[config.mk]
export PLATFORM = sky130hd
export DESIGN_NAME = rsa_decode
export DESIGN_NICKNAME = d
export VERILOG_FILES = /design/src/design/rsa_data_pkg.sv /design/src/design/rsa_ctrl_pkg.sv /design/src/design/rsa_decode.sv
export SDC_FILE = /design/constraint.sdc
export NUM_CORES = 1
export LEC_CHECK = 0
export ABC_CLOCK_PERIOD_IN_PS = 7700
export BUFFER_PORTS_ARGS = -buffer_cell sky130_fd_sc_hd__clkbuf_2
export CAP_MARGIN = 20
export CORE_AREA = 2 2 139 73
export DETAILED_ROUTE_END_ITERATION = 8
export DIE_AREA = 0 0 141 75
export PLACE_DENSITY_LB_ADDON = 0.1
export SYNTH_ARGS = -nofsm -noshare
export SYNTH_HDL_FRONTEND = slang
export SYNTH_SLANG_ARGS = --single-unit
[constraint.sdc]
create_clock -name clk -period 7.7 [get_ports clk]
set_input_delay 0.385 -clock clk [delete_from_list [all_inputs] [get_ports clk]]
set_output_delay 0.385 -clock clk [all_outputs]
set_load 0.1 [all_outputs]
[src/design/rsa_data_pkg.sv]
package rsa_data_pkg;

  // operand element width
  localparam int DATA_W = 16;
  // full product of two elements
  localparam int PROD_W = 2 * DATA_W;
  // guard bits on top of the product
  // 16 worst-case beats before overflow
  localparam int GUARD_W = 4;
  localparam int ACC_W = PROD_W + GUARD_W;

  typedef logic signed [DATA_W-1:0] data_t;
  typedef logic signed [PROD_W-1:0] prod_t;
  typedef logic signed [ACC_W-1:0] acc_t;

  // per-beat operation on the accumulators
  typedef enum logic [1:0] {
    OP_NEW = 2'd0,
    OP_ACC = 2'd1,
    OP_SUB = 2'd2
  } op_e;

endpackage

[src/design/rsa_ctrl_pkg.sv]
package rsa_ctrl_pkg;

  import rsa_data_pkg::*;

  // command riding with each input beat
  typedef struct packed {
    op_e  op;
    logic last;
  } cmd_t;

  // registered control into the array and the drain stage
  typedef struct packed {
    logic en;
    logic clear;
    logic negate;
    logic last;
  } pe_ctrl_t;

  // input side, hold blocks beats during a drain
  typedef enum logic {ST_ACCEPT = 1'b0, ST_HOLD = 1'b1} dec_state_e;

  // output side, rows leave only in send
  typedef enum logic {DR_IDLE = 1'b0, DR_SEND = 1'b1} drain_state_e;

endpackage

[src/design/rsa_decode.sv]
`timescale 1ns/1ps

module rsa_decode
  import rsa_data_pkg::*;
  import rsa_ctrl_pkg::*;
#(
  parameter int X = 4,
  parameter int Y = 4
) (
  input  logic                clk,
  input  logic                sys_rst,
  input  logic                i_valid,
  input  cmd_t                i_cmd,
  input  data_t [X-1:0]       i_a,
  input  data_t [Y-1:0]       i_b,
  input  logic                i_drain_done,
  output logic                o_ready,
  output data_t [X-1:0]       o_a,
  output data_t [Y-1:0]       o_b,
  output pe_ctrl_t            o_ctrl
);

  dec_state_e    state;
  logic          accept;
  pe_ctrl_t      ctrl_d;
  pe_ctrl_t      ctrl_q;
  data_t [X-1:0] a_q;
  data_t [Y-1:0] b_q;

  // ready straight from the state register
  assign o_ready = (state == ST_ACCEPT);
  assign accept  = i_valid && o_ready;

  // op to array control
  always_comb begin
    ctrl_d      = '0;
    ctrl_d.en   = 1'b1;
    ctrl_d.last = i_cmd.last;
    unique case (i_cmd.op)
      // load product, drop old sum
      OP_NEW: ctrl_d.clear = 1'b1;
      OP_ACC: ctrl_d.clear = 1'b0;
      // add the negated product
      OP_SUB: ctrl_d.negate = 1'b1;
      default: ctrl_d.en = 1'b0;
    endcase
  end

  always_ff @(posedge clk) begin
    if (sys_rst) begin
      state  <= ST_ACCEPT;
      ctrl_q <= '0;
    end else begin
      // en lasts one cycle per accepted beat
      ctrl_q <= accept ? ctrl_d : '0;
      case (state)
        ST_ACCEPT: if (accept && i_cmd.last) state <= ST_HOLD;
        // reopen once the last row has gone out
        ST_HOLD:   if (i_drain_done) state <= ST_ACCEPT;
        default:   state <= ST_ACCEPT;
      endcase
    end
  end

  // operand registers
  always_ff @(posedge clk) begin
    if (accept) begin
      a_q <= i_a;
      b_q <= i_b;
    end
  end

  assign o_a    = a_q;
  assign o_b    = b_q;
  assign o_ctrl = ctrl_q;

  // after a last beat, nothing gets in until the drain ends
  a_no_beat_in_hold: assert property (@(posedge clk) disable iff (sys_rst)
    (accept && i_cmd.last) |=> (!accept until i_drain_done));

endmodule

**After elaboration in Yosys (flattened, before gate mapping)**

Index checks and enable logic that the tools add are counted.

- Input port bits: 135
- Output and inout bits: 133
- Bits in registers: 133
- Logic and storage cells: 28

- Multiplexer cells: 6
- Eq/ne operators: 2
- Bitwise operators: 2
- Reduce and logical (&&, ||, !) cells: 5

Operators by type and width:

| kind | number |
|---|---|
| 2-to-1 mux 1 bit | 5 |
| OR reduction 3 bit | 1 |
| == test 2 x 1 -> 1 bit (second input constant) | 1 |
| == test 2 bit (second input constant) | 1 |
| logical AND 1 bit | 2 |
| zero test 2 bit | 1 |
| inverter 1 bit | 2 |
| one-hot mux 1 bit (2 select lines) | 1 |
| OR reduction 2 bit | 1 |

**Logic depth before layout (Yosys ltp)**

Gate-level depths: netlist (run 1).

- Depth after elaboration: 5
- Depth in mapped cells: 2
- Depth with buffers taken out: 2

**Worst setup path before layout (run 1)**

No wires, ideal clock.

- Path type: register to register
- From: register state
- To: register a_q (netlist bit o_a[0]), enable pin
- Arrival time: 2.961 ns
- Stages on the path, launching flop included: 3
- Slack: 4.258 ns
- Required time: 7.219 ns
- Path buffers: 0
- Setup time: 0.481 ns
- Clock period less this slack: 3.442 ns
- Cells stage by stage: dfxtp_1 > nand2b_1 > inv_1

- Cells in the longest elaborated chain, start to end: 2

RTL lines:

| item | RTL line | source |
|---|---|---|
| start: declaration | rsa_decode.sv:23 | `dec_state_e state;` |
| start signal: assignment | rsa_decode.sv:51 | `state <= ST_ACCEPT;` |
| start signal: assignment | rsa_decode.sv:57 | `ST_ACCEPT: if (accept && i_cmd.last) state <= ST_HOLD;` |
| start signal: assignment | rsa_decode.sv:59 | `ST_HOLD: if (i_drain_done) state <= ST_ACCEPT;` |
| inverter 1 bit | n/a |  |
| logical AND 1 bit | rsa_decode.sv:32 | `assign accept = i_valid && o_ready;` |
| end signal: assignment | rsa_decode.sv:68 | `a_q <= i_a;` |
| end: declaration | rsa_decode.sv:27 | `data_t [X-1:0] a_q;` |

No other way between the ends.
A chain may end at the register's enable or synchronous reset.

**Worst setup path in the final report (run 1)**

- From: register state
- To: register b_q (netlist bit o_b[35]), enable pin

- Cells in the longest elaborated chain, start to end: 2

RTL lines:

| item | RTL line | source |
|---|---|---|
| inverter 1 bit | n/a |  |
| logical AND 1 bit | rsa_decode.sv:32 |  |
| end signal: assignment | rsa_decode.sv:69 | `b_q <= i_b;` |
| end: declaration | rsa_decode.sv:28 | `data_t [Y-1:0] b_q;` |

No other way between the ends.

==> flow_summary.json, run 1 <==
{
  "outcome": "finished, final reports clean",
  "layout_worst_path_cycle_share_pct": 29.9,
  "clock_latency_ns": 0.40,
  "min_from": "i_b[21]",
  "yosys_warnings": 0,
  "swShare_pct": 32.3,
  "p_sw_mw": 0.634,
  "cts_resized": 0,
  "power.total_mw": 1.96,
  "final_common_cell": "clkbuf_2",
  "cts_sinks": 133,
  "setup_tns_ns": 0,
  "synth.distinct_cells": 11,
  "crit_path_end_kind": "flip-flop",
  "syn_inst": 143,
  "ctsLongestPathBuffers": 2,
  "path_max_fanout": 70,
  "fmax_ghz": 0.434,
  "core_mm2": 0.00929,
  "postCtsSetupBuffers": 0,
  "fin_area_mm2": 0.00603,
  "dr.pass1.iters": 4,
  "crit_required_ns": 7.73,
  "finalHoldViolCount": 0,
  "num_rows": 25,
  "dpl.hpwl_um": 6970,
  "power_frac_seq_pct": 43.8,
  "die_area_mm2": 0.0106,
  "io_pins": 268,
  "synth-seq-area-share_pct": 98.2,
  "grt_overflow_total": 0,
  "fillers": 695,
  "drive_gt1_share_pct": 67.6,
  "postCtsHoldBufs": 0,
  "finalClockSkew_ns": 0.00642,
  "ir_drop_mv": 0.172,
  "power.leakage_nw": 2.68,
  "layout.nets": 565,
  "vias_per_cell": 4.41,
  "grt_pass1_vias": 2531,
  "ant_nets": 0,
  "crit_arrival_ns": 2.33,
  "min_to": "o_b[21]$_DFFE_PN_",
  "combPwrFrac_pct": 20.4,
  "multi_input_area_um2": 63.8,
  "critPathKind": "reg -> reg",
  "dr_total_vias": 2476,
  "relSlewSlack_pct": 42.7,
  "die_w_um": 141,
  "synth_nets": 278,
  "hold_depth": 1,
  "cts_tree": "built",
  "synth-seq-cells": 133,
  "track_usage_pct": 17.0,
  "cap_viol_max_count": 0,
  "worst_slew_pin_slew_ns": 0.859,
  "wl_um": 9210,
  "setup.worst_path.start_class": "flip-flop",
  "setup_viol": 0,
  "power.share.clock_pct": 35.8,
  "pwr_density_cell_mw_per_mm2": 326,
  "syn_avg_cell_area_um2": 28.1,
  "rsz0062_at_grt": "no",
  "r2r_cells": 3,
  "drt_iter0_drc": 154,
  "cts-buffers-inserted": 17,
  "maxSlewViolCount": 0,
  "initial_utilization_pct": 43.2,
  "syn_area_mm2": 0.00402,
  "grt_pass1_wl_um": 12700,
  "final_cell_mix": "clkbuf_2 (267), edfxtp_1 (128), clkbuf_16 (17)",
  "placed_area_mm2": 0.00551,
  "antenna_found_initial": 0,
  "grt_max_degree": 71,
  "seq_area_mm2": 0.00394,
  "fin_crit_ns": 2.30,
  "die_h_um": 75,
  "htreeDepth": 4,
  "hp-class": "in -> reg",
  "clockRootBuffer": "clkbuf_16",
  "syn2layout_area_growth_pct": 50.2,
  "gp_congestion": 0.775,
  "timing.rr.end": "o_b[35]$_DFFE_PN_",
  "antennaDiodeCount": 0,
  "clk_pin_slew_worst_paths_ns": 0.05,
  "internal_power_mw": 1.33,
  "reg2reg_from": "state$_SDFF_PP0_",
  "drc_errors": 0,
  "ff2ff_setup_slack_ns": 5.40,
  "portBuffers": 267,
  "wl_per_cell_um": 16.4
}
-- final cells by class --
| cell class | instances | share of cell area, % |
|---|---|---|
| Tap cell | 121 | 2.51 |
| Timing Repair Buffer | 268 | 22.3 |
| Sequential cell | 133 | 65.4 |
| Multi-Input combinational cell | 8 | 1.06 |
| Clock buffer | 17 | 7.05 |
| Inverter | 2 | 0.166 |
| Clock inverter | 13 | 1.56 |
-- state kept, by name (all words and copies together) (netlist names) --
name / flops
o_a: 64
o_b: 64
o_ctrl: 4
state: 1
-- critical path, cell delays in order (launching register included) --
cell and delay, ns:
dfxtp_1 0.34, nand2b_1 0.20, inv_4 0.53, buf_4 0.80
-- cells by family (layout without fill, tap and decap cells) --
logic type             count (synthesis)  count (layout)  synth area share (%)
and+or+nand+nor                        6               6                  1.09
DFF                                  133             133                  98.2
buffers and inverters                  2             300                 0.187
AOI/OAI and AO/OA                      2               2                 0.499
-- power by group through the flow --
stage                     logic (mW)  registers [mW]  clock network [mW]
after global placement         0.399           0.873                   0
after CTS                      0.403           0.861               0.718
after detailed placement       0.402           0.875                   0
final                          0.400           0.860               0.704
after floorplan               0.0173            1.18                   0
after global routing           0.410           0.864               0.751
-- cells in the mapped netlist --
cell | number | area, µm²
and2_1 | 1 | 6.26
edfxtp_1 | 128 | 3840
inv_1 | 2 | 7.51
a21boi_2 | 1 | 11.3
and3b_1 | 1 | 8.76
nand2b_1 | 1 | 6.26
dfxtp_1 | 5 | 100
nor4_1 | 1 | 6.26
nor2_1 | 1 | 3.75
nor3b_2 | 1 | 12.5
a22o_1 | 1 | 8.76
-- through the flow --
| stage | setup WS [ns] | hold WS (ns) | instances | util, % |
|---|---|---|---|---|
| 5_1_grt | 5.22 | 0.131 | 562 | 64.9 |
| 3_5_place_dp | 5.32 | 0.539 | 532 | 59.3 |
| 2_1_floorplan | 4.26 | 0.461 | 143 | - |
| 4_1_cts | 5.35 | 0.140 | 562 | 64.9 |
| 3_3_place_gp | 5.43 | 0.520 | 532 | 59.3 |
| 6_report | 5.40 | 0.156 | 562 | 64.9 |
-- metal layers --
metal	vias up	track usage, %	share of wire [%]
met5	-	0	0
met1	1182	17.4	35
met3	13	8.33	8.9
met4	0	8.44	1.5
li1	1155	-	-
met2	126	30.2	55
-- how the worst max path moves through the flow --
| stage | startpoint | end | slack, ns | depth (start not counted) |
|---|---|---|---|---|
| 5_1_grt | state$_SDFF_PP0_ | o_a[15]$_DFFE_PN_ | 5.22 | 3 |
| 2_1_floorplan | state$_SDFF_PP0_ | o_a[0]$_DFFE_PN_ | 4.26 | 2 |
| 3_5_place_dp | i_valid | o_a[29]$_DFFE_PN_ | 5.32 | 4 |
| 3_3_place_gp | i_valid | o_b[2]$_DFFE_PN_ | 5.43 | 4 |
| 6_report | state$_SDFF_PP0_ | o_b[35]$_DFFE_PN_ | 5.40 | 3 |
| 4_1_cts | state$_SDFF_PP0_ | o_a[7]$_DFFE_PN_ | 5.35 | 3 |
(Power assumes the default switching activity.)
==> inputs of run 2 (changes only) <==
Settings changed: ABC_AREA set to 1, ABC_CLOCK_PERIOD_IN_PS 7700 to 2300, CORE_AREA 2 2 139 73 to 2 2 144 76, DIE_AREA 0 0 141 75 to 0 0 146 78.
Clock period 7.7 ns to 2.3 ns, I/O delays scaled along.
==> flow_summary.json, run 2 <==
{
  "outcome": "stopped before the end",
  "failed_stage": "clock tree synthesis (4_1_cts)",
  "stop_error": "[ERROR RSZ-0060] Max buffer count reached.",
  "die_h_um": 78,
  "initial_utilization_pct": 40.1,
  "synth.distinct_cells": 9,
  "dpl.hpwl_um": 7010,
  "synth-seq-cells": 133,
  "yosysMostFrequentCell": "edfxtp_1",
  "cts_resized": 0,
  "syn_inst": 151,
  "clockRootBuffer": "clkbuf_16",
  "synth.top_cell.area_share_pct": 95.6,
  "portBuffers": 267,
  "syn_area_mm2": 0.00402,
  "synth_area_leaders": "edfxtp_1 (96%), dfxtp_1 (2.5%), inv_1 (0.56%)",
  "synth_nets": 286,
  "synth-seq-area-share_pct": 98.1,
  "io_pins": 268,
  "die_w_um": 146,
  "yosys_warnings": 0,
  "synthFlopType": "edfxtp_1",
  "yosysTopAreaCell": "edfxtp_1",
  "synth_edf_count": 128,
  "num_rows": 26,
  "synth_common_cells": "edfxtp_1 (128), inv_1 (6), dfxtp_1 (5), nand2_1 (4), nor2_1 (4)",
  "gp_congestion": 0.741,
  "syn_avg_cell_area_um2": 26.6,
  "synthArstFlopShare_pct": 0,
  "postCtsHoldBufs": 119,
  "htreeDepth": 4,
  "ctsLongestPathBuffers": 2,
  "postCtsSetupBuffers": 0,
  "cts-buffers-inserted": 17,
  "cts_sinks": 133
}
## run 2: changes by cell type after synthesis, sizes merged
cell	delta
nand2	+5
inv	+4
nor2	+4
a21boi	-1
a22o	-1
and2	-1
and3b	-1
nand2b	-1
nand4	+1
nor3b	-1
nor4	-1
or2	+1
## run 2: per-stage QoR
step | std cells | TNS (ns) | hold WS [ns] | setup WS [ns] | area (µm²)
floorplan | 151 | -43.94 | 0.214 | -0.338 | 4030
detailed placement | 563 | 0 | 0.294 | 0.819 | 5600
global placement | 563 | 0 | 0.292 | 0.862 | 5600
## run 2: logic make-up after synthesis
kind of cell | Yosys count | share of synthesized area (%)
flops | 133 | 98.1
simple gates | 12 | 1.37
buf+inv | 6 | 0.560
==> inputs of run 3 (changes only) <==
Settings changed: CORE_AREA 2 2 144 76 to 2 2 104 106, DIE_AREA 0 0 146 78 to 0 0 106 108, PLACE_DENSITY_LB_ADDON 0.1 to 0.15.
==> flow_summary.json, run 3 <==
{
  "syn_inst": 151,
  "cts-buffers-inserted": 17,
  "stop_error": "[ERROR RSZ-0060] Max buffer count reached.",
  "yosysMostFrequentCell": "edfxtp_1",
  "synth_nets": 286,
  "initial_utilization_pct": 39.3,
  "postCtsHoldBufs": 118,
  "synth.distinct_cells": 9,
  "syn_area_mm2": 0.00402,
  "die_w_um": 106,
  "htreeDepth": 4,
  "io_pins": 268,
  "dpl.hpwl_um": 7130,
  "postCtsSetupBuffers": 0,
  "num_rows": 37,
  "syn_avg_cell_area_um2": 26.6,
  "yosys_warnings": 0,
  "synthArstFlopShare_pct": 0,
  "clockRootBuffer": "clkbuf_8",
  "yosysTopAreaCell": "edfxtp_1",
  "cts_sinks": 133,
  "ctsLongestPathBuffers": 2,
  "synth_edf_count": 128,
  "die_h_um": 108,
  "failed_stage": "clock tree synthesis (4_1_cts)",
  "synthFlopType": "edfxtp_1",
  "outcome": "stopped before the end",
  "cts_resized": 0,
  "synth-seq-area-share_pct": 98.1,
  "gp_congestion": 0.721,
  "synth-seq-cells": 133,
  "synth_common_cells": "edfxtp_1 (128), inv_1 (6), dfxtp_1 (5), nand2_1 (4), nor2_1 (4)",
  "portBuffers": 267,
  "synth_area_leaders": "edfxtp_1 (96%), dfxtp_1 (2.5%), inv_1 (0.56%)",
  "synth.top_cell.area_share_pct": 95.6
}
run 3: cell counts after synthesis:
No cell type changed its count.
run 3: stage by stage:
step | cells | area, µm² | setup WS (ns) | setup TNS, ns
detailed placement | 556 | 5570 | 1.13 | 0
global placement | 556 | 5570 | 1.15 | 0
floorplan | 151 | 4030 | -0.338 | -43.94
run 3: kinds of logic after synthesis:
family,synth area share (%)
and+or+nand+nor,1.37
buffers and inverters,0.560
DFF,98.1
