## config.mk

```make
export PLATFORM = sky130hd
export DESIGN_NAME = rsa_result
export DESIGN_NICKNAME = d
export VERILOG_FILES = /design/src/design/rsa_data_pkg.sv /design/src/design/rsa_ctrl_pkg.sv /design/src/design/rsa_result.sv
export SDC_FILE = /design/constraint.sdc
export NUM_CORES = 1
export LEC_CHECK = 0
export CAP_MARGIN = 20
export CORE_AREA = 3 3 282 284
export CTS_BUF_LIST = sky130_fd_sc_hd__clkbuf_8
export CTS_CLUSTER_DIAMETER = 150
export DETAILED_ROUTE_END_ITERATION = 16
export DIE_AREA = 0 0 285 287
export DONT_BUFFER_PORTS = 1
export GPL_TIMING_DRIVEN = 0
export HOLD_SLACK_MARGIN = 0.08
export SKIP_CTS_REPAIR_TIMING = 1
export SYNTH_ARGS = -nofsm -noshare
export SYNTH_HDL_FRONTEND = slang
export SYNTH_SLANG_ARGS = --single-unit
```

## constraint.sdc

```tcl
create_clock -name clk -period 1.3 [get_ports clk]
set_input_delay 0.13 -clock clk [delete_from_list [all_inputs] [get_ports clk]]
set_output_delay 0.13 -clock clk [all_outputs]
set_load 0.02 [all_outputs]
```

## src/design/rsa_data_pkg.sv

```systemverilog
package rsa_data_pkg;

  // operand element width
  localparam int DATA_W = 16;
  // full product of two elements
  localparam int PROD_W = 2 * DATA_W;
  // guard bits on top of the product
  // 16 worst-case beats before overflow
  localparam int GUARD_W = 4;
  localparam int ACC_W = PROD_W + GUARD_W;

  typedef logic signed [DATA_W-1:0] data_t;
  typedef logic signed [PROD_W-1:0] prod_t;
  typedef logic signed [ACC_W-1:0] acc_t;

  // per-beat operation on the accumulators
  typedef enum logic [1:0] {
    OP_NEW = 2'd0,
    OP_ACC = 2'd1,
    OP_SUB = 2'd2
  } op_e;

endpackage

```

## src/design/rsa_ctrl_pkg.sv

```systemverilog
package rsa_ctrl_pkg;

  import rsa_data_pkg::*;

  // command riding with each input beat
  typedef struct packed {
    op_e  op;
    logic last;
  } cmd_t;

  // registered control into the array and the drain stage
  typedef struct packed {
    logic en;
    logic clear;
    logic negate;
    logic last;
  } pe_ctrl_t;

  // input side, hold blocks beats during a drain
  typedef enum logic {ST_ACCEPT = 1'b0, ST_HOLD = 1'b1} dec_state_e;

  // output side, rows leave only in send
  typedef enum logic {DR_IDLE = 1'b0, DR_SEND = 1'b1} drain_state_e;

endpackage

```

## src/design/rsa_result.sv

```systemverilog
`timescale 1ns/1ps

module rsa_result
  import rsa_data_pkg::*;
  import rsa_ctrl_pkg::*;
#(
  parameter int X = 4,
  parameter int Y = 4,
  localparam int IW = (X > 1) ? $clog2(X) : 1
) (
  input  logic                  clk,
  input  logic                  sys_rst,
  input  pe_ctrl_t              i_ctrl,
  input  acc_t  [X-1:0][Y-1:0]  i_acc,
  input  logic                  i_row_ready,
  output logic                  o_row_valid,
  output acc_t  [Y-1:0]         o_row,
  output logic  [IW-1:0]        o_row_idx,
  output logic                  o_row_last,
  output logic                  o_drain_done
);

  drain_state_e  state;
  logic [IW-1:0] row_cnt;
  logic          row_fire;

  assign o_row_valid = (state == DR_SEND);
  assign row_fire    = o_row_valid && i_row_ready;

  // current row straight off the accumulators
  // grid is frozen during a drain, so the row holds under back-pressure
  assign o_row      = i_acc[row_cnt];
  assign o_row_idx  = row_cnt;
  assign o_row_last = (row_cnt == IW'(X - 1));
  // handshake of the final row
  assign o_drain_done = row_fire && o_row_last;

  always_ff @(posedge clk) begin
    if (sys_rst) begin
      state   <= DR_IDLE;
      row_cnt <= '0;
    end else begin
      case (state)
        DR_IDLE: begin
          row_cnt <= '0;
          // last beat lands in the grid on this edge
          if (i_ctrl.en && i_ctrl.last) state <= DR_SEND;
        end
        DR_SEND: begin
          if (row_fire) begin
            if (o_row_last) begin
              state   <= DR_IDLE;
              row_cnt <= '0;
            end else begin
              row_cnt <= row_cnt + 1'b1;
            end
          end
        end
        default: state <= DR_IDLE;
      endcase
    end
  end

  // stalled row keeps its index
  a_row_hold: assert property (@(posedge clk) disable iff (sys_rst)
    (o_row_valid && !i_row_ready) |=> (o_row_valid && $stable(o_row_idx)));

  // decode must keep beats out while rows drain
  a_no_en_in_drain: assert property (@(posedge clk) disable iff (sys_rst)
    o_row_valid |-> !i_ctrl.en);

endmodule

```

# Word-level counts from Yosys, hierarchy flattened
# Index checks and enable logic that the tools add are counted.
# totals
out_inout_bits	149
ff_bits	3
inputBits	583
# op_classes
reduce_logical	3
order_cmp	1
eq_ne	2
n_bitwise	1
n_mux	9
n_addsub	1
# op_table
operator	count
$bmux W144 S2	1
$mux W144	1
$mux W2	2
$pmux W2 S2	1
$logic_and A1 B1 Y1	3
$lt A2 B3 Y1 const B	1
$mux W1	3
$add A2 B1 Y2 const B	1
$eq A2 B2 Y1 const B	1
$ne A2 B1 Y1 const B	1
$pmux W1 S2	1
$not A1 Y1	1

# Logic depth before layout (Yosys ltp)
# Gate-level depths: netlist of the first run.
# logic_depth
word_depth	4
mapped_depth	5
mapped_depth_nobuf	3

# Least setup slack after synthesis of the first run
# Ideal clock, no wire load.
# synth_path
path_kind	register -> output
start	register row_cnt[0] (netlist: o_row_idx[0])
end	output port o_row[10] (netlist bit)
required_time_ns	1.170
path_buffers	2
slack_ns	-0.341
stages_incl_launch_ff	4
arrival_time_ns	1.511
cell_sequence	dfxtp_1 buf_4 buf_4 mux4_2
# synth_rtl
item	line_no	rtl
start, declared	rsa_result.sv:24	logic [IW-1:0] row_cnt;
start signal, assigned	rsa_result.sv:55	row_cnt <= row_cnt + 1'b1;
end, declared	rsa_result.sv:17	output acc_t [Y-1:0] o_row,

==> run summary, run 1 <==
Status -> finished, violations left
Failing checks -> negative setup slack
Dpl hpwl -> 51.4 mm
Die Height -> 287 um
Fillers -> 9011
Count of final hold-check violations -> 0
Reg clk slew, reported paths -> 0.03 ns
Max Root-Sink Buffers -> 2
Crit path cell chain -> buf_12 -> buf_8 -> mux4_2
Startpoint Class -> register
WP data arrival -> 1.74 ns
Sequential fraction of the synthesis area -> 1.66%
Max Freq -> 0.534 GHz
Yosys top cell area share -> 89.4%
Port bufs -> 0
Core area -> 0.0773 mm2
PD cells -> 348 mW/mm2
Total power -> 0.00189 W
Slowest-stage cell, CP -> mux4_2
TritonCTS clock tree -> yes
Sum Neg Setup Slack -> -76.33 ns
Initial DRT Pass Iterations -> 4
Top Ports -> 732
Iter 0 DRT Violations -> 292
Clk sinks -> 3
Drt wl/cell -> 42.9 um
Worst min-delay path category -> input port to register
Kind of critical path -> register to output port
Syn Area/Cell -> 19.1 um2
TritonCTS buffer count -> 3
Largest area contributor in the netlist -> mux4_2
Tmin final -> 1.87 ns
Routed Antenna Nets -> 0
Post-synthesis register bit count -> 3
First-pass GRT wire length -> 62.7 mm
H-tree depth -> 1
CP max stage delay -> 0.67 ns
Via count -> 3723
RSZ-0062 raised after global routing -> yes
Clock Tree Root -> clkbuf_8
Placed insts -> 1230
Final Skew -> 0.00121 ns
Synth area leaders -> mux4_2 (89%), buf_6 (3.4%), buf_2 (2.2%)
Synth Warn # -> 0
GPL Wtd Cong -> 0.999
Post-layout nets -> 786
Largest net degree at the start of global routing -> 11
Total Wirelength -> 55.2 mm
IR drop worst, VDD -> 0.135 mV
DIE AREA -> 0.0818 mm2
Synth unique cells -> 14
Grt total ovfl -> 0
Die X -> 285 um
Post-Layout Cell Count -> 1287
Share of cells above drive strength 1 -> 93.5%
# DRC -> 0
Synthesized netlist cell count -> 190
Lkg Pwr -> 1.10 nW
Net count after synthesis -> 774
Clock insertion delay at the later pin of the skew report -> 0.21 ns
Area grow syn2layout -> 49.9%
Max Cap Viol -> 0
Max-slew violations -> 0
Total track usage -> 12.5%
Actual slew at the worst max-slew pin -> 0.370 ns
WP data required -> 1.17 ns
Rel. slew slack -> 75.4%
Vias per inst -> 2.89
# setup viols final -> 146
Crit path max fanout -> 10
Rows -> 102
Synth Cell Area -> 0.00363 mm2
Final Cycle Share -> 144%
Core Util, Final -> 7.03%
Initial Util -> 4.69%
Antenna violations before repair -> 76
Number of global-route vias before repair -> 3788
Slack of the critical path -> -0.572 ns
CP Capture Type -> output port
per-layer routing:
| layer | vias up | track usage, % | part of all wire [%] |
|---|---|---|---|
| li1 | 1061 | - | - |
| met1 | 1928 | 14.5 | 38 |
| met2 | 566 | 20.7 | 46 |
| met3 | 114 | 6.40 | 13 |
| met4 | 54 | 2.60 | 2.3 |
| met5 | - | 0 | 0.66 |
worst max-delay path, delay by kind of cell, from the launching register on:
| family | cells | cell delay, ns |
|---|---|---|
| buffers and inverters | 2 | 0.37 |
| muxes | 1 | 0.67 |
| DFF | 1 | 0.45 |
placed cells by master, fill, tap and decap left out, drive strengths merged:
| cell | instances |
|---|---|
| or3b | 1 |
| inv | 1 |
| a21oi | 2 |
| mux2i | 1 |
| nand2b | 2 |
| a21bo | 1 |
| buf | 33 |
| dlygate4sd3 | 1 |
| and3 | 1 |
| nand3b | 1 |
| ha | 1 |
| dfxtp | 3 |
| mux4 | 144 |
| diode | 46 |
| nor2 | 1 |
| clkbuf | 8 |
through the flow:
stage	worst slack (ns)	area, um2	hold slack, ns
floorplan	-0.128	3750	0.199
global placement	-1.12	5060	0.210
detailed placement	-1.12	5060	0.213
CTS	-1.36	5100	-0.0163
global route	-0.632	5360	0.104
finish	-0.572	5440	0.0978
cells in the mapped netlist:
| cell | n |
|---|---|
| and3_1 | 1 |
| mux4_2 | 144 |
| or3b_1 | 1 |
| a21bo_2 | 1 |
| mux2i_1 | 1 |
| nand3b_1 | 1 |
| dfxtp_1 | 3 |
| nand2b_1 | 2 |
| ha_1 | 1 |
| a21oi_1 | 2 |
| buf_4 | 5 |
| buf_2 | 16 |
| nor2_1 | 1 |
| buf_6 | 11 |
worst paths after layout:
path                              from                        end  slack [ns]  cells after the start
max reg2reg  o_row_idx[0]$_SDFFE_PP0P_  o_row_idx[0]$_SDFFE_PP0P_       -0.06                      3
max          o_row_idx[0]$_SDFFE_PP0P_                   o_row[3]       -0.57                      3
min reg2reg     o_row_valid$_SDFF_PP0_  o_row_idx[0]$_SDFFE_PP0P_        0.64                      2
min                        i_row_ready  o_row_idx[1]$_SDFFE_PP0P_         0.1                      2
cells by family after synthesis:
| logic type | count (synthesis) | synth area share (%) |
|---|---|---|
| mux | 145 | 89.7 |
| buf+inv | 32 | 6.66 |
| simple gates | 6 | 1.07 |
| compound gates | 3 | 0.552 |
| flops | 3 | 1.66 |
| fa+ha+maj | 1 | 0.345 |
sequential cells by signal, summed over array words and instances, names as in the netlist:
register,flops
o_row_valid,1
o_row_idx,2
where the power goes:
part | switching [W] | leakage [nW] | internal [W]
Sequential | 0.0000109 | 0.0260 | 0.0000927
Clock | 0.0000584 | 0.0272 | 0.000201
Combinational | 0.000996 | 1.05 | 0.000532
layout make-up:
| cell class | count | area, um2 | area share [%] |
|---|---|---|---|
| Multi-Input combinational cell | 155 | 3320 | 61.2 |
| Tap cell | 1040 | 1300 | 23.9 |
| Buffer | 32 | 453 | 8.33 |
| Timing Repair Buffer | 7 | 129 | 2.37 |
| Antenna cell | 46 | 115 | 2.12 |
| Sequential cell | 3 | 67.6 | 1.24 |
| Clock buffer | 3 | 41.3 | 0.760 |
| Clock inverter | 1 | 3.75 | 0.0691 |
Note: power is estimated with default switching activity, not from simulation.
==> run 2: changes to the inputs <==
--- a/config.mk
+++ b/config.mk
@@ -14,6 +14,7 @@
 export DONT_BUFFER_PORTS = 1
 export GPL_TIMING_DRIVEN = 0
 export HOLD_SLACK_MARGIN = 0.08
+export RECOVER_POWER = 25
 export SKIP_CTS_REPAIR_TIMING = 1
 export SYNTH_ARGS = -nofsm -noshare
 export SYNTH_HDL_FRONTEND = slang
==> constraint.sdc (replaced) <==
create_clock -name clk -period 1.7 [get_ports clk]
set_input_delay 0.17 -clock clk [delete_from_list [all_inputs] [get_ports clk]]
set_output_delay 0.17 -clock clk [all_outputs]
set_load 0.02 [all_outputs]
==> run 2 against run 1 <==
Core utilization grew 0.073 points. Worst setup slack better by 0.25 ns. Clock skew is essentially flat. The flow still finishes with violations (negative setup slack). Largest power group unchanged. Global-route usage grew 0.43 points. Cell area rose by 1.0%. Cell count is 0.54% lower. Critical path type unchanged. Register-to-register slack gained 0.22 ns.
==> run summary, run 2 (synthesis gave the netlist of run 1 again) <==
Status -> finished, violations left
Failing checks -> negative setup slack
Dpl cell area -> 0.00493 mm2 (-2.5%)
WP buf/inv -> 2 (unchanged)
Routed Antenna Nets -> 0 (unchanged)
CP Capture Type -> output port
Placed insts -> 1230 (unchanged)
Post-Layout Cell Count -> 1280 (-0.54%)
TritonCTS clock tree -> yes
Clock Tree Root -> clkbuf_8
Max FFs per register -> 2 (unchanged)
First-pass GRT wire length -> 64.3 mm (+2.5%)
Worst min-delay path category -> input port to register
Total track usage -> 13.0% (+0.43 points)
Iter 0 DRT Violations -> 337 (+15%)
Count of final hold-check violations -> 0 (unchanged)
Comb power frac -> 80.9% (about the same)
# DRC -> 0 (unchanged)
Number of global-route vias before repair -> 3776 (-0.32%)
Power share of the clock group -> 13.6% (about the same)
Top delay family on crit path -> multiplexers
Clk sinks -> 3 (unchanged)
CP max stage delay -> 0.68 ns (about the same)
Total Wirelength -> 57.5 mm (+4.3%)
Rows -> 102 (unchanged)
Slack of the critical path -> -0.322 ns (+0.250 ns)
Rel. slew slack -> 62.3% (-13 points)
Slowest-stage cell, CP -> mux4_2
Max Cap Viol -> 0 (unchanged)
Largest net degree at the start of global routing -> 11 (unchanged)
Vias per inst -> 2.91 (+0.55%)
WP data required -> 1.53 ns (+0.36 ns)
IR drop worst, VDD -> 0.0821 mV (-39%)
Cell Int Power -> 0.000639 W (-23%)
Design area -> 0.00549 mm2 (+1.0%)
Top Ports -> 732 (unchanged)
Met2 wire len -> 27.0 mm (+5.4%)
Via count -> 3723 (unchanged)
Storage cell area -> 67.6 um2 (unchanged)
Crit path max fanout -> 10 (unchanged)
DP Worst Slack -> -1.10 ns (+0.0228 ns)
H-tree depth -> 1 (unchanged)
Commonest non-fill, non-tap cell in the layout -> mux4_2
Tmin final -> 2.02 ns
Commonest non-fill, non-tap cells in the layout -> mux4_2 (144), buf_12 (16), buf_2 (7)
GPL Wtd Cong -> 1.01 (+1.1%)
Kind of critical path -> register to output port
TritonCTS buffer count -> 3 (unchanged)
# setup viols final -> 145 (-0.68%)
Lkg Pwr -> 1.14 nW (+3.6%)
Dpl hpwl -> 53.5 mm (+4.2%)
Final Skew -> 0.000936 ns (-0.000271 ns)
Final Cycle Share -> 119%
Actual slew at the worst max-slew pin -> 0.565 ns (+0.196 ns)
Area grow syn2layout -> 51.4%
Crit path cell chain -> clkbuf_16 -> buf_12 -> mux4_2
Reg clk slew, reported paths -> 0.03 ns (about the same)
Top Metal Used -> met5
Port bufs -> 0 (unchanged)
Startpoint Class -> register
DIE AREA -> 0.0818 mm2 (unchanged)
RSZ-0062 raised after global routing -> yes
Share of cells above drive strength 1 -> 93.7% (+0.16 points)
Antenna violations before repair -> 84 (+11%)
Max Freq -> 0.495 GHz
PD cells -> 268 mW/mm2 (-23%)
Area of the multi-input gates -> 0.00332 mm2 (unchanged)
Grt total ovfl -> 0 (unchanged)
Metal3 WL -> 7.14 mm (+2.7%)
Max-slew violations -> 0 (unchanged)
Core area -> 0.0773 mm2 (unchanged)
Initial Util -> 4.69% (unchanged)
Switching part of the total -> 56.6% (+0.27 points)
Post-layout nets -> 791 (+0.64%)
Sum Neg Setup Slack -> -37.24 ns (+39.08 ns)
WP data arrival -> 1.85 ns (+0.11 ns)
Fillers -> 8988 (-0.26%)
Die X -> 285 um (unchanged)
Met1 WL -> 21.5 mm (+2.8%)
P_sw -> 0.000833 W (-22%)
Die Height -> 287 um (unchanged)
Clock insertion delay at the later pin of the skew report -> 0.22 ns (about the same)
Share of power burned in registers -> 5.5% (about the same)
Max Root-Sink Buffers -> 2 (unchanged)
Initial DRT Pass Iterations -> 4 (unchanged)
Total power -> 0.00147 W (-22%)
Drt wl/cell -> 44.9 um (+4.8%)
-- run 2: cell count changes in the layout (fill, tap and decap cells not counted) --
cell,previous run,this run
buf_6,5,4
diode_2,46,34
clkbuf_4,1,2
buf_12,15,16
buf_4,1,4
buf_2,8,7
buf_16,0,1
clkbuf_16,4,5
-- run 2: power groups by stage --
stage	Clock [W]	Combinational [W]	Sequential, W
global route	0.000210	0.00125	0.0000824
global placement	0	0.00120	0.0000841
detailed placement	0	0.00120	0.0000843
floorplan	0	0.000770	0.0000794
CTS	0.000204	0.00121	0.0000834
finish	0.000200	0.00119	0.0000814
-- run 2: through the flow --
stage          util [%]  hold slack, ns
4_1_cts            6.43          0.0167
3_5_place_dp       6.37           0.243
2_1_floorplan         -           0.239
3_3_place_gp       6.37           0.243
6_report           7.10           0.139
5_1_grt            7.04           0.143
-- run 2: path summary, 6_finish.rpt --
kind	start	end	slack [ns]	cells after the start
worst max register to register	o_row_idx[0]$_SDFFE_PP0P_	o_row_idx[0]$_SDFFE_PP0P_	0.16	5
worst min register to register	o_row_valid$_SDFF_PP0_	o_row_idx[1]$_SDFFE_PP0P_	0.66	2
worst max-delay path	o_row_idx[0]$_SDFFE_PP0P_	o_row[38]	-0.32	3
worst min-delay path	i_row_ready	o_row_idx[1]$_SDFFE_PP0P_	0.14	2
-- run 2: area by class of cell --
cell class,count,share of cell area (%)
clock inverter,1,0.0684
multi-input combinational,155,60.5
buffer,32,8.59
antenna,34,1.55
sequential,3,1.23
tap,1040,23.7
clock buffer,3,0.752
timing repair buffer,12,3.58
-- run 2: routing by layer --
layer	GRT usage, %	up-vias
li1	-	1064
met1	15.0	1905
met2	21.8	546
met3	6.55	132
met4	2.12	76
met5	0	-
==> run 3: changes to the inputs <==
--- a/config.mk
+++ b/config.mk
@@ -6,15 +6,13 @@
 export NUM_CORES = 1
 export LEC_CHECK = 0
 export CAP_MARGIN = 20
-export CORE_AREA = 3 3 282 284
+export CORE_AREA = 3 3 285 287
 export CTS_BUF_LIST = sky130_fd_sc_hd__clkbuf_8
 export CTS_CLUSTER_DIAMETER = 150
 export DETAILED_ROUTE_END_ITERATION = 16
-export DIE_AREA = 0 0 285 287
+export DIE_AREA = 0 0 288 290
 export DONT_BUFFER_PORTS = 1
 export GPL_TIMING_DRIVEN = 0
-export HOLD_SLACK_MARGIN = 0.08
-export RECOVER_POWER = 25
 export SKIP_CTS_REPAIR_TIMING = 1
 export SYNTH_ARGS = -nofsm -noshare
 export SYNTH_HDL_FRONTEND = slang
==> run 3 against run 2 <==
The run still ends with negative setup slack left. Cell area grew 1.3%. Cell count is 1.1% higher. Sequential power down 0.6%. Hold slack got worse by 0.12 ns. Clock power about the same. Non-clock buffer count increased by 4. Clock skew shrank 0.00064 ns. Worst setup slack worse by 0.015 ns. Die area increased by 2.1%. Combinational power hardly changed. Largest cell class unchanged. Largest power group unchanged.
==> run summary, run 3 (synthesis gave the netlist of run 1 again) <==
Status -> finished, violations left
Failing checks -> negative setup slack
GPL Wtd Cong -> 1.02 (+0.62%)
CP Capture Type -> output port
Commonest non-fill, non-tap cells in the layout -> mux4_2 (144), buf_12 (16), buf_2 (9)
Dpl hpwl -> 48.7 mm (-9.0%)
Rel. slew slack -> 71.9% (+9.6 points)
Clock Tree Root -> clkbuf_8
Core area -> 0.0789 mm2 (+2.0%)
Lkg Pwr -> 1.17 nW (+2.7%)
Fillers -> 9168 (+2.0%)
Max FFs per register -> 2 (unchanged)
# DRC -> 0 (unchanged)
Routed Antenna Nets -> 0 (unchanged)
TritonCTS buffer count -> 3 (unchanged)
RSZ-0062 raised after global routing -> yes
Total Wirelength -> 52.1 mm (-9.4%)
# setup viols final -> 145 (unchanged)
Number of global-route vias before repair -> 3944 (+4.4%)
Share of cells above drive strength 1 -> 95.2% (+1.5 points)
Initial Util -> 4.60% (-0.091 points)
WP data arrival -> 1.87 ns (+0.02 ns)
Crit path max fanout -> 5 (-5)
Clk sinks -> 3 (unchanged)
Top delay family on crit path -> multiplexers
Top Ports -> 732 (unchanged)
Clock insertion delay at the later pin of the skew report -> 0.21 ns (about the same)
Drt wl/cell -> 40.3 um (-10%)
Total power -> 0.00150 W (+2.0%)
PD cells -> 270 mW/mm2 (+0.66%)
Reg clk slew, reported paths -> 0.03 ns (about the same)
Total track usage -> 11.3% (-1.6 points)
Antenna violations before repair -> 61 (-27%)
TritonCTS clock tree -> yes
WP data required -> 1.53 ns (about the same)
Final Skew -> 0.000297 ns (-0.000639 ns)
H-tree depth -> 1 (unchanged)
IR drop worst, VDD -> 0.113 mV (+37%)
CP max stage delay -> 0.67 ns (about the same)
DIE AREA -> 0.0835 mm2 (+2.1%)
Grt total ovfl -> 0 (unchanged)
Rows -> 103 (+0.98%)
Placed insts -> 1240 (+0.81%)
Crit path cell chain -> buf_12 -> buf_6 -> clkbuf_16 -> mux4_2
Post-Layout Cell Count -> 1294 (+1.1%)
WP buf/inv -> 3 (+1)
Die Height -> 290 um (+1.0%)
Commonest non-fill, non-tap cell in the layout -> mux4_2
Initial DRT Pass Iterations -> 4 (unchanged)
Max Root-Sink Buffers -> 2 (unchanged)
Post-layout nets -> 795 (+0.51%)
Max-slew violations -> 0 (unchanged)
Final Cycle Share -> 120% (+0.87 points)
Die X -> 288 um (+1.1%)
Max Cap Viol -> 0 (unchanged)
Count of final hold-check violations -> 0 (unchanged)
Largest net degree at the start of global routing -> 11 (unchanged)
Slowest-stage cell, CP -> mux4_2
Kind of critical path -> register to output port
First-pass GRT wire length -> 58.2 mm (-9.5%)
Port bufs -> 0 (unchanged)
Slack of the critical path -> -0.337 ns (-0.0148 ns)
Via count -> 3523 (-5.4%)
Startpoint Class -> register
Area grow syn2layout -> 53.5%
Max Freq -> 0.491 GHz (-0.73%)
Tmin final -> 2.04 ns (+0.0148 ns)
Worst min-delay path category -> input port to register
Actual slew at the worst max-slew pin -> 0.421 ns (-0.144 ns)
Iter 0 DRT Violations -> 232 (-31%)
Vias per inst -> 2.72 (-6.4%)
==> run 3: layer usage <==
metal	wire length (um)	vias up	global-route usage, %	part of all wire, %
li1	-	1069	-	-
met4	1770	40	3.20	3.4
met3	7140	105	6.05	14
met1	19100	1784	12.7	37
met5	260	-	0	0.50
met2	23800	525	18.5	46
==> run 3: final timing paths <==
kind	start	end	slack (ns)	cells after the start
worst min register to register	o_row_valid$_SDFF_PP0_	o_row_idx[0]$_SDFFE_PP0P_	0.69	2
worst min-delay path	sys_rst	o_row_valid$_SDFF_PP0_	0.02	1
worst max register to register	o_row_idx[0]$_SDFFE_PP0P_	o_row_idx[0]$_SDFFE_PP0P_	0.11	6
worst max-delay path	o_row_idx[0]$_SDFFE_PP0P_	o_row[74]	-0.34	4
==> run 3: through the flow <==
stage	TNS [ns]	util, %	hold WS [ns]	instance area, um2	setup WS [ns]
2_1_floorplan	0	-	0.239	3630	0.0193
3_3_place_gp	-105.64	6.26	0.245	4940	-1.07
3_5_place_dp	-109.95	6.26	0.245	4940	-1.12
4_1_cts	-143.56	6.32	0.0177	4980	-1.35
5_1_grt	-47.36	7.03	0.0181	5540	-0.404
6_report	-34.85	7.05	0.0218	5560	-0.337
==> run 3: area by class of cell <==
type / instances / area (um2) / share of cell area [%]
clock buffer: 3 / 41.3 / 0.742
tap: 1050 / 1310 / 23.6
clock inverter: 1 / 3.75 / 0.0675
antenna: 34 / 85.1 / 1.53
timing repair buffer: 16 / 307 / 5.51
sequential: 3 / 67.6 / 1.21
buffer: 32 / 417 / 7.49
multi-input combinational: 155 / 3330 / 59.8
==> run 3: where the power goes <==
part | switching [W] | leakage (nW) | internal (W)
logic | 0.000794 | 1.12 | 0.000426
registers | 0.0000101 | 0.0260 | 0.0000708
clock network | 0.0000461 | 0.0271 | 0.000154
